File: config.mk
export PLATFORM = sky130hd
export DESIGN_NAME = tcam_search_top
export DESIGN_NICKNAME = d
export VERILOG_FILES = /design/src/tcam_pkg.sv /design/src/and_tree_comb.sv /design/src/search_distributor.sv /design/src/row_matcher.sv /design/src/hit_collector.sv /design/src/tcam_search_top.sv
export SDC_FILE = /design/constraint.sdc
export NUM_CORES = 1
export LEC_CHECK = 0
export BUFFER_PORTS_ARGS = -buffer_cell sky130_fd_sc_hd__buf_2
export CAP_MARGIN = 20
export CORE_ASPECT_RATIO = 0.5
export CORE_MARGIN = 1
export CORE_UTILIZATION = 25
export DETAILED_ROUTE_END_ITERATION = 6
export GPL_TIMING_DRIVEN = 1
export PLACE_DENSITY_LB_ADDON = 0.15
export SKIP_CTS_REPAIR_TIMING = 1
export SLEW_MARGIN = 10
export SYNTH_ARGS = -nofsm -noshare
export SYNTH_HDL_FRONTEND = slang
export SYNTH_HIERARCHICAL = 1
export SYNTH_SLANG_ARGS = --single-unit
export TNS_END_PERCENT = 30
File: constraint.sdc
create_clock -name i_clk -period 3.5 [get_ports i_clk]
set_input_delay 0 -clock i_clk [delete_from_list [all_inputs] [get_ports i_clk]]
set_output_delay 0 -clock i_clk [all_outputs]
set_load 0.005 [all_outputs]
File: src/tcam_pkg.sv
package tcam_pkg;

    // array geometry
    localparam int NUM_LANES = 8;                     // byte lanes per search word
    localparam int NUM_ROWS  = 8;                     // stored entries
    localparam int LANE_W    = 8;                     // bits per lane
    localparam int WORD_W    = NUM_LANES * LANE_W;    // full key width
    localparam int ROW_IDX_W = $clog2(NUM_ROWS);      // row number width

    // vectors with a meaning of their own
    typedef logic [LANE_W-1:0]    lane_t;     // one lane byte
    typedef logic [WORD_W-1:0]    word_t;     // search word or stored key
    typedef logic [NUM_LANES-1:0] mask_t;     // care bit per lane, 1 = compare
    typedef logic [ROW_IDX_W-1:0] row_idx_t;  // row number
    typedef logic [NUM_ROWS-1:0]  hit_vec_t;  // one bit per row

    // search broadcast, same copy goes to every row
    typedef struct packed
    {
        logic  valid;   // search strobe
        word_t key;     // word to look up
    } search_bc_t;

    // write broadcast, only the addressed row takes it
    typedef struct packed
    {
        logic     valid;        // write strobe
        row_idx_t addr;         // target row
        word_t    key;          // new key
        mask_t    mask;         // new care mask
        logic     entry_valid;  // low clears the entry
    } write_bc_t;

endpackage

File: src/and_tree_comb.sv
module and_tree_comb #(
    parameter int NUM_INPUT_DATA = 16,  // leaves, any count
    parameter int DATA_WIDTH     = 1    // bits per leaf, ANDed bitwise
) (
    input  logic [NUM_INPUT_DATA-1:0]            i_valid,     // per-leaf valid
    input  logic [NUM_INPUT_DATA*DATA_WIDTH-1:0] i_data_bus,  // leaf data, leaf 0 at lsb
    input  logic                                 i_en,        // gate for the whole tree
    output logic                                 o_valid,     // all leaves valid
    output logic [DATA_WIDTH-1:0]                o_data_bus   // AND of all leaves
);

    // ceiling, so odd counts still end in one root
    localparam int NUM_LEVEL = $clog2(NUM_INPUT_DATA);

    for (genvar i = 0; i <= NUM_LEVEL; i++)
    begin : lvl
        // nodes at this level, rounded up for odd counts
        localparam int NODES = (NUM_INPUT_DATA + (1 << i) - 1) >> i;

        logic [NODES-1:0]            node_valid;
        logic [NODES*DATA_WIDTH-1:0] node_data;

        if (i == 0)
        begin : g_leaf
            // leaves take the inputs, zeroed when disabled
            for (genvar j = 0; j < NODES; j++)
            begin : g_in
                assign node_valid[j] = i_valid[j] & i_en;
                assign node_data[j*DATA_WIDTH +: DATA_WIDTH] =
                    i_data_bus[j*DATA_WIDTH +: DATA_WIDTH] & {DATA_WIDTH{i_en}};
            end
        end
        else
        begin : g_node
            localparam int PREV = (NUM_INPUT_DATA + (1 << (i - 1)) - 1) >> (i - 1);

            for (genvar j = 0; j < NODES; j++)
            begin : g_gate
                if (2 * j + 1 < PREV)
                begin : g_pair
                    // both children needed for a valid pair
                    assign node_valid[j] = lvl[i-1].node_valid[2*j] &
                                           lvl[i-1].node_valid[2*j+1] & i_en;
                    assign node_data[j*DATA_WIDTH +: DATA_WIDTH] =
                        {DATA_WIDTH{node_valid[j]}} &
                        lvl[i-1].node_data[(2*j)*DATA_WIDTH +: DATA_WIDTH] &
                        lvl[i-1].node_data[(2*j+1)*DATA_WIDTH +: DATA_WIDTH];
                end
                else
                begin : g_pass
                    // odd one out, straight up a level
                    assign node_valid[j] = lvl[i-1].node_valid[2*j] & i_en;
                    assign node_data[j*DATA_WIDTH +: DATA_WIDTH] =
                        {DATA_WIDTH{node_valid[j]}} &
                        lvl[i-1].node_data[(2*j)*DATA_WIDTH +: DATA_WIDTH];
                end
            end
        end
    end

    // root of the tree
    assign o_valid    = lvl[NUM_LEVEL].node_valid[0];
    assign o_data_bus = lvl[NUM_LEVEL].node_data[DATA_WIDTH-1:0];

endmodule

File: src/search_distributor.sv
module search_distributor
    import tcam_pkg::*;
(
    input  logic       i_clk,
    input  logic       i_rst,

    // search request
    input  logic       i_search_valid,    // one-cycle strobe
    input  word_t      i_search_key,

    // write request
    input  logic       i_wr_en,           // one-cycle strobe
    input  row_idx_t   i_wr_addr,
    input  word_t      i_wr_key,
    input  mask_t      i_wr_mask,
    input  logic       i_wr_entry_valid,  // 0 clears the row

    // broadcast to all rows
    output search_bc_t o_search,
    output write_bc_t  o_write
);

    // single register stage, every row sees the same edge
    always_ff @(posedge i_clk)
    begin
        if (i_rst)
        begin
            o_search.valid <= 1'b0;  // payload left as is
            o_write.valid  <= 1'b0;
        end
        else
        begin
            o_search.valid <= i_search_valid;
            o_search.key   <= i_search_key;

            // write fields captured every cycle, valid qualifies them
            o_write.valid       <= i_wr_en;
            o_write.addr        <= i_wr_addr;
            o_write.key         <= i_wr_key;
            o_write.mask        <= i_wr_mask;
            o_write.entry_valid <= i_wr_entry_valid;
        end
    end

endmodule

File: src/row_matcher.sv
module row_matcher
    import tcam_pkg::*;
#(
    parameter row_idx_t ROW_ID = '0  // this row's address
) (
    input  logic       i_clk,
    input  logic       i_rst,
    input  search_bc_t i_search,     // broadcast search
    input  write_bc_t  i_write,      // broadcast write
    output logic       o_hit,        // registered match
    output logic       o_hit_valid   // registered search strobe
);

    word_t entry_key;     // stored key
    mask_t entry_mask;    // stored care bits
    logic  entry_valid;   // entry in use, enables the tree

    mask_t lane_match;    // per-lane equal or don't-care
    mask_t lane_valid;    // search valid on every lane
    logic  tree_valid;
    logic  tree_match;

    wire wr_sel = i_write.valid && (i_write.addr == ROW_ID);  // write aimed here

    always_ff @(posedge i_clk)
    begin
        if (i_rst)
            entry_valid <= 1'b0;  // all rows empty after reset
        else if (wr_sel)
            entry_valid <= i_write.entry_valid;
    end

    // key and mask only matter once entry_valid is set
    always_ff @(posedge i_clk)
    begin
        if (wr_sel)
        begin
            entry_key  <= i_write.key;
            entry_mask <= i_write.mask;
        end
    end

    // lane compare
    always_comb
    begin
        lane_t stored_lane;
        lane_t search_lane;
        for (int l = 0; l < NUM_LANES; l++)
        begin
            stored_lane   = entry_key[l*LANE_W +: LANE_W];
            search_lane   = i_search.key[l*LANE_W +: LANE_W];
            lane_match[l] = (search_lane == stored_lane) || !entry_mask[l];  // masked lane passes
        end
    end

    assign lane_valid = {NUM_LANES{i_search.valid}};

    and_tree_comb #(
        .NUM_INPUT_DATA (NUM_LANES),
        .DATA_WIDTH     (1)
    ) u_and_tree (
        .i_valid    (lane_valid),
        .i_data_bus (lane_match),
        .i_en       (entry_valid),  // empty row never matches
        .o_valid    (tree_valid),
        .o_data_bus (tree_match)
    );

    always_ff @(posedge i_clk)
    begin
        if (i_rst)
        begin
            o_hit       <= 1'b0;
            o_hit_valid <= 1'b0;
        end
        else
        begin
            o_hit       <= tree_valid & tree_match;
            // follows the search, not the tree, so empty rows still report
            o_hit_valid <= i_search.valid;
        end
    end

endmodule

File: src/hit_collector.sv
module hit_collector
    import tcam_pkg::*;
(
    input  logic     i_clk,
    input  logic     i_rst,
    input  hit_vec_t i_hit_vec,       // raw hit per row
    input  hit_vec_t i_hit_valid,     // hit valid per row
    output logic     o_result_valid,  // one pulse per search
    output hit_vec_t o_hit_vec,
    output logic     o_hit,           // any row matched
    output row_idx_t o_hit_idx        // lowest matching row, 0 if none
);

    hit_vec_t hits;       // hits qualified by their valids
    row_idx_t first_idx;  // priority encoder output

    assign hits = i_hit_vec & i_hit_valid;

    // lowest set bit wins, scan from the top down
    always_comb
    begin
        first_idx = '0;
        for (int r = NUM_ROWS - 1; r >= 0; r--)
        begin
            if (hits[r])
                first_idx = row_idx_t'(r);
        end
    end

    always_ff @(posedge i_clk)
    begin
        if (i_rst)
        begin
            o_result_valid <= 1'b0;
            o_hit_vec      <= '0;
            o_hit          <= 1'b0;
            o_hit_idx      <= '0;
        end
        else
        begin
            // every row carries the same search valid, row 0 stands for all
            o_result_valid <= i_hit_valid[0];
            o_hit_vec      <= hits;
            o_hit          <= |hits;
            o_hit_idx      <= first_idx;
        end
    end

endmodule

File: src/tcam_search_top.sv
module tcam_search_top
    import tcam_pkg::*;
(
    input  logic     i_clk,
    input  logic     i_rst,

    input  logic     i_search_valid,    // search strobe
    input  word_t    i_search_key,

    input  logic     i_wr_en,           // write strobe
    input  row_idx_t i_wr_addr,
    input  word_t    i_wr_key,
    input  mask_t    i_wr_mask,
    input  logic     i_wr_entry_valid,

    output logic     o_result_valid,    // 3 cycles after the search
    output hit_vec_t o_hit_vec,
    output logic     o_hit,
    output row_idx_t o_hit_idx
);

    search_bc_t search_bc;    // to all rows
    write_bc_t  write_bc;     // to all rows
    hit_vec_t   row_hit;      // one per row
    hit_vec_t   row_hit_valid;

    search_distributor u_distributor (
        .i_clk            (i_clk),
        .i_rst            (i_rst),
        .i_search_valid   (i_search_valid),
        .i_search_key     (i_search_key),
        .i_wr_en          (i_wr_en),
        .i_wr_addr        (i_wr_addr),
        .i_wr_key         (i_wr_key),
        .i_wr_mask        (i_wr_mask),
        .i_wr_entry_valid (i_wr_entry_valid),
        .o_search         (search_bc),
        .o_write          (write_bc)
    );

    for (genvar r = 0; r < NUM_ROWS; r++)
    begin : g_row
        row_matcher #(
            .ROW_ID (row_idx_t'(r))
        ) u_row (
            .i_clk       (i_clk),
            .i_rst       (i_rst),
            .i_search    (search_bc),
            .i_write     (write_bc),
            .o_hit       (row_hit[r]),
            .o_hit_valid (row_hit_valid[r])
        );
    end

    hit_collector u_collector (
        .i_clk          (i_clk),
        .i_rst          (i_rst),
        .i_hit_vec      (row_hit),
        .i_hit_valid    (row_hit_valid),
        .o_result_valid (o_result_valid),
        .o_hit_vec      (o_hit_vec),
        .o_hit          (o_hit),
        .o_hit_idx      (o_hit_idx)
    );

endmodule

==> reports/qor.txt, run 1 <==
Syn nets: 1,751
Post-synth EDFFs: 716
R2r worst-path depth: 8
Vias in the first global route: 14,343
P_sw: 4.41 mW
Multiplexer share of the synthesized area: 0.278%
Ys flop type: edfxtp_1
Grt ovf: 0
Final setup vio count: 0
CP peak stage delay: 0.63 ns
CTS buffer count: 76
RSZ-0062 raised after global routing: no
Dpl cell area: 31,800 µm²
Syn. warnings: 6
Syn Area/Cell: 17.9 µm²
Cell Chain, Critical Path: xnor2_1 > nand4_1 > o21ai_0 > nand4_1 > nor2_1 > and2_1 > nand2_1 > nor2_1
DRT Pass-1 Iters: 5
Final Util: 31.4%
Slew @ Worst Pin: 0.922 ns
Sw frac: 22.1%
Main combinational cell family by area after synthesis: XOR/XNOR gates
CP Data Required Time: 4.07 ns
Period utilisation layout: 76.6%
Hold crit path type: input pin to flip-flop
Count of different cell masters after synthesis: 26
Worst Setup Slack, final: 0.820 ns
Total power: 20.0 mW
Pin count of the biggest net entering global routing: 77
CP endpoint kind: flip-flop
Die W: 482 µm
Cells after DPL: 3,296
Number of vias per cell: 4.01
Setup Skew: 0.0158 ns
Routed Antenna Nets: 0
Vias: 14,341
Final #Nets: 2,150
Clock Sinks: 755
Hold Slack: 0.0602 ns
Synth Area in XOR/XNOR: 15.6%
Setup WS pre-CTS: 0.875 ns
Routed WL per cell: 20.1 µm
Slowest cell on crit path: edfxtp_1
Drt drc: 0
Cell area after layout: 35,700 µm²
CTS tree: yes
# port buffers: 156
P&R area growth vs syn: 23.8%
Core Rows: 87
VDD IR max: 0.326 mV
First-pass GRT wire length: 104 mm
Status: finished clean
Finished Layout Cells: 3,578
H-tree depth: 3
Max FO, Critical Path: 8
CP Launch Type: flip-flop
Fmax: 373 MHz
Worst Path Arrival: 3.25 ns
Io pins: 157
Initial Util: 25.4%
Synth area leader: edfxtp_1
Async SR Flop Fraction: 0%
Routability cong.: 0.729
Clock Power Share: 40.9%
Synth Cell Area: 28,800 µm²
Die Y: 242 µm
Simple-gate share of the synthesized area: 5.41%
Clock transition at path regs: 0.07 ns
Compound-cell area share of the yosys netlist: 1.31%
Pwr per Cell Area: 560 nW/µm²
Final setup TNS: 0 ns
Area contributors post-synth: edfxtp_1, xnor2_1, nand4_1, dfxtp_1, o21ai_0
Mapped Cells: 1,607
Tmin final: 2.68 ns
Initial antenna violation count: 0
Int Pwr: 15.6 mW
Slew margin rel.: 38.6%
Ant diodes: 0
Share of the synthesized area in the top cell type: 74.7%
Routed WL: 71.8 mm
Share of cells above drive strength 1: 14.7%
Sequential share of the synthesized area: 77.4%
Hold path cells: 2
Post-DP HPWL: 47.1 mm
Total of max-cap violations: 0
Final slew viol count: 0
Final hold vios: 0
Root Buffer: clkbuf_16
Post-Synth Adder-Cell Area: 0%
Drt initial violations: 867
Clock Latency Late Sink: 0.64 ns
LEAKAGE: 10.9 nW
Total track usage: 12.3%
Comb pwr share: 5.1%
Core Region: 113,000 µm²
Max clock buf depth: 3
#FFs+latches synth: 755
Reg power frac: 54.0%
Crit path kind: flip-flop to flip-flop
Die area: 117,000 µm²
-- cell usage after synthesis (3+ instances only) --
library cell / count
and2_1: 10
and4b_2: 3
and4bb_2: 3
dfxtp_1: 39
edfxtp_1: 716
mux2i_1: 8
nand2_1: 27
nand3_1: 10
nand4_1: 152
nor2_1: 32
nor2b_1: 11
nor3_2: 8
o21ai_0: 64
xnor2_1: 512
-- cell families after synthesis --
logic type | after synthesis
multiplexers | 8
AND/OR/NAND/NOR | 260
flip-flops | 755
AO/OA/AOI/OAI | 70
buffers and inverters | 2
XOR/XNOR | 512
-- layout by cell type (no fill, tap or decap), types with 2 or more instances in the layout --
master and n:
o21ai_0 64, and2_1 10, nand2_1 27, clkbuf_8 3
dlygate4sd3_1 144, inv_6 3, nor2b_1 11, nor3_2 8
clkinvlp_4 2, buf_2 156, dfxtp_1 38, buf_12 10
xnor2_1 512, edfxtp_1 716, clkbuf_1 19, mux2i_1 8
nand4_1 152, clkinv_1 14, bufinv_16 6, clkinv_2 10
and4b_4 3, buf_4 12, nor2_1 32, and4bb_4 3
clkbuf_16 80, nand3_1 10
-- cell type report --
type | instances | area (µm²)
sequential | 755 | 22300
tap | 1513 | 1890
inverter | 1 | 8.76
fill | 11151 | 77800
multi-input combinational | 850 | 6520
clock inverter | 35 | 324
timing repair buffer | 322 | 2510
clock buffer | 102 | 2110
-- per-layer routing --
metal,part of all wire (%),vias to the layer above,track usage [%]
met5,0,-,0
met4,1.6,0,2.69
met3,3.9,94,2.79
met2,47,188,19.6
met1,47,7198,16.9
li1,-,6861,-
-- worst max-delay path: cells and delay by family (launching register included) --
kind / cells / cell delay (ns)
compound gates: 1 / 0.56
simple gates: 6 / 1.16
xor+xnor: 1 / 0.26
flops: 1 / 0.63
-- sequential cells by signal, indices dropped and copies added, names as in the netlist --
| register | count |
|---|---|
| u_collector/o_hit_idx | 3 |
| g_row.u_row/o_hit_valid | 8 |
| u_collector/o_hit | 1 |
| u_distributor/o_write | 77 |
| u_collector/o_result_valid | 1 |
| g_row.u_row/o_hit | 8 |
| g_row.u_row/entry_valid | 8 |
| u_collector/o_hit_vec | 8 |
| u_distributor/o_search | 65 |
| g_row.u_row/entry_mask | 64 |
| g_row.u_row/entry_key | 512 |
-- worst paths after layout --
| path | end | start | slack [ns] |
|---|---|---|---|
| worst max-delay path | g_row[6].u_row/o_hit$_SDFF_PP0_ | u_distributor/o_search[2]$_DFFE_PN_ | 0.82 |
| worst min-delay path | u_distributor/o_search[46]$_DFFE_PN_ | i_search_key[46] | 0.06 |
| worst max register to register | g_row[6].u_row/o_hit$_SDFF_PP0_ | u_distributor/o_search[2]$_DFFE_PN_ | 0.82 |
| worst min register to register | u_collector/o_hit_idx[0]$_SDFF_PP0_ | g_row[1].u_row/o_hit_valid$_SDFF_PP0_ | 0.46 |
-- power groups by stage --
stage / Clock (mW) / Combinational (mW) / Sequential [mW]
2_1_floorplan: 0 / 0.590 / 10.8
3_3_place_gp: 0 / 0.919 / 11.0
3_5_place_dp: 0 / 0.910 / 11.0
4_1_cts: 8.50 / 0.917 / 10.8
5_1_grt: 8.84 / 1.13 / 10.8
6_report: 8.17 / 1.02 / 10.8
No activity file was read; power rests on OpenSTA's default activity.
==> inputs of run 2 (changes only) <==
==> constraint.sdc (replaced) <==
create_clock -name i_clk -period 2.43 [get_ports i_clk]
set_input_delay 0 -clock i_clk [delete_from_list [all_inputs] [get_ports i_clk]]
set_output_delay 0 -clock i_clk [all_outputs]
set_load 0.005 [all_outputs]
==> run 2 against run 1 <==
Final area rose by 1.7%; count of clock-buffer cells in the layout fell by 7; clock skew rose by 0.0098 ns; highest routed layer unchanged; critical path type unchanged; critical path depth grew 2; die area stayed put; flip-flop and latch count stayed put; utilization rose by 0.53 points; wire length grew 0.47%; largest power group unchanged; sequential power up 44%; cell count increased by 2.2%; clock power increased by 42%; power grew 44%.
==> reports/qor.txt, run 2 (synthesis gave the netlist of run 1 again) <==
Status: finished clean
Final slew viol count: 0
Slew margin rel.: 56.7%
Total power: 28.7 mW
Final setup TNS: 0 ns
Cell area after layout: 36,300 µm²
Tmin final: 2.37 ns
Routed WL per cell: 19.7 µm
Die area: 117,000 µm²
Cell Chain, Critical Path: buf_4 > xnor2_1 > nand4_1 > o21ai_0 > buf_4 > nand4_1 > nor2_1 > and2_1 > nand2_1 > nor2_1
Largest regs: g_row.u_row/entry_key (512), u_distributor/o_write (77), u_distributor/o_search (65)
Finished Layout Cells: 3,655
Hold crit path type: input pin to flip-flop
Routed Antenna Nets: 0
LEAKAGE: 11.2 nW
Dpl cell area: 32,200 µm²
Grt ovf: 0
Multi-input gate area: 6520 µm²
Pwr per Cell Area: 791 nW/µm²
Largest Register: g_row.u_row/entry_key
CTS buffer count: 76
Die W: 482 µm
Fmax: 422 MHz
# port buffers: 156
Commonest non-fill, non-tap cell in the layout: edfxtp_1
Cells after DPL: 3,340
CP Launch Type: flip-flop
Io pins: 157
Routability cong.: 0.727
DRT Pass-1 Iters: 4
CP Data Required Time: 3.03 ns
Slew @ Worst Pin: 0.650 ns
Initial antenna violation count: 0
Slowest cell on crit path: edfxtp_1
Most frequent cells in the layout: edfxtp_1, xnor2_1, buf_2
CP endpoint kind: flip-flop
Max FO, Critical Path: 4
Root Buffer: clkbuf_16
Core Region: 113,000 µm²
Number of vias per cell: 3.98
Crit path kind: flip-flop to flip-flop
H-tree depth: 3
First-pass GRT wire length: 103 mm
Total of max-cap violations: 0
P&R area growth vs syn: 25.9%
Clock transition at path regs: 0.06 ns
Drt initial violations: 916
RSZ-0062 raised after global routing: yes
Final #Nets: 2,224
Setup Skew: 0.0256 ns
VDD IR max: 0.368 mV
Final setup vio count: 0
Core Rows: 87
Period utilisation layout: 97.5%
Worst Path Arrival: 2.97 ns
Initial Util: 25.4%
CTS tree: yes
Pin count of the biggest net entering global routing: 71
CP peak stage delay: 0.46 ns
Drt drc: 0
Final hold vios: 0
Post-DP HPWL: 47.2 mm
Die Y: 242 µm
Sequential Area: 22,300 µm²
Largest register FFs: 512
Share of cells above drive strength 1: 17.9%
Fill count: 11,168
Routed WL: 72.1 mm
Vias in the first global route: 14,238
Vias: 14,552
Clock Sinks: 755
Clock Latency Late Sink: 0.66 ns
Max clock buf depth: 3
Total track usage: 12.1%
## run 2: cell types whose count changed in the layout (fill, tap and decap cells not counted), sizes merged
cell | before | now
clkbuf | 102 | 95
dlygate4sd3 | 144 | 146
bufinv | 6 | 5
clkinv | 25 | 30
diode | 0 | 1
buf | 178 | 250
inv | 3 | 8
## run 2: layout make-up
cell class	instances	share of cell area [%]
sequential	755	61.5
multi-input combinational	850	18.0
timing repair buffer	396	8.75
clock buffer	95	5.56
tap	1513	5.22
clock inverter	44	0.994
inverter	1	0.0242
antenna	1	0.00690
## run 2: worst paths after layout
check	from	end	slack [ns]	cells after the start
max	u_distributor/o_search[41]$_DFFE_PN_	g_row[3].u_row/o_hit$_SDFF_PP0_	0.06	10
min	i_wr_key[36]	u_distributor/o_write[45]$_DFFE_PN_	0.05	2
max reg2reg	u_distributor/o_search[41]$_DFFE_PN_	g_row[3].u_row/o_hit$_SDFF_PP0_	0.06	10
min reg2reg	g_row[1].u_row/o_hit_valid$_SDFF_PP0_	u_collector/o_hit_idx[0]$_SDFF_PP0_	0.47	2
## run 2: power by group
part	internal, mW	switching [mW]	leakage (nW)	total [mW]
Combinational	0.919	0.736	3.17	1.65
Sequential	14.8	0.627	6.89	15.5
Clock	6.44	5.13	1.17	11.6
Total	22.2	6.50	11.2	28.7
## run 2: worst max-delay path: cells and delay by family (launching register included)
family | cells | cell delay (ns)
AO/OA/AOI/OAI | 1 | 0.33
XOR/XNOR | 1 | 0.17
buffers and inverters | 2 | 0.37
flip-flops | 1 | 0.46
AND/OR/NAND/NOR | 6 | 0.99
## run 2: stage by stage
stage / setup slack, ns / hold WS [ns] / utilization [%]
finish: 0.0609 / 0.0485 / 32.0
global route: -0.0174 / 0.0165 / 32.0
CTS: -0.131 / -0.543 / 30.4
detailed placement: -0.109 / 0.178 / 28.4
global placement: -0.186 / 0.176 / 28.4
floorplan: -0.979 / 0.0715 / -
## run 2: metal layers
layer | track usage (%) | part of all wire (%) | wire length [µm] | up-vias
met4 | 3.40 | 2.0 | 1460 | 0
li1 | - | - | - | 7010
met1 | 17.1 | 49 | 35000 | 7274
met3 | 2.46 | 3.4 | 2440 | 92
met5 | 0 | 0 | 0 | -
met2 | 18.8 | 46 | 33200 | 176
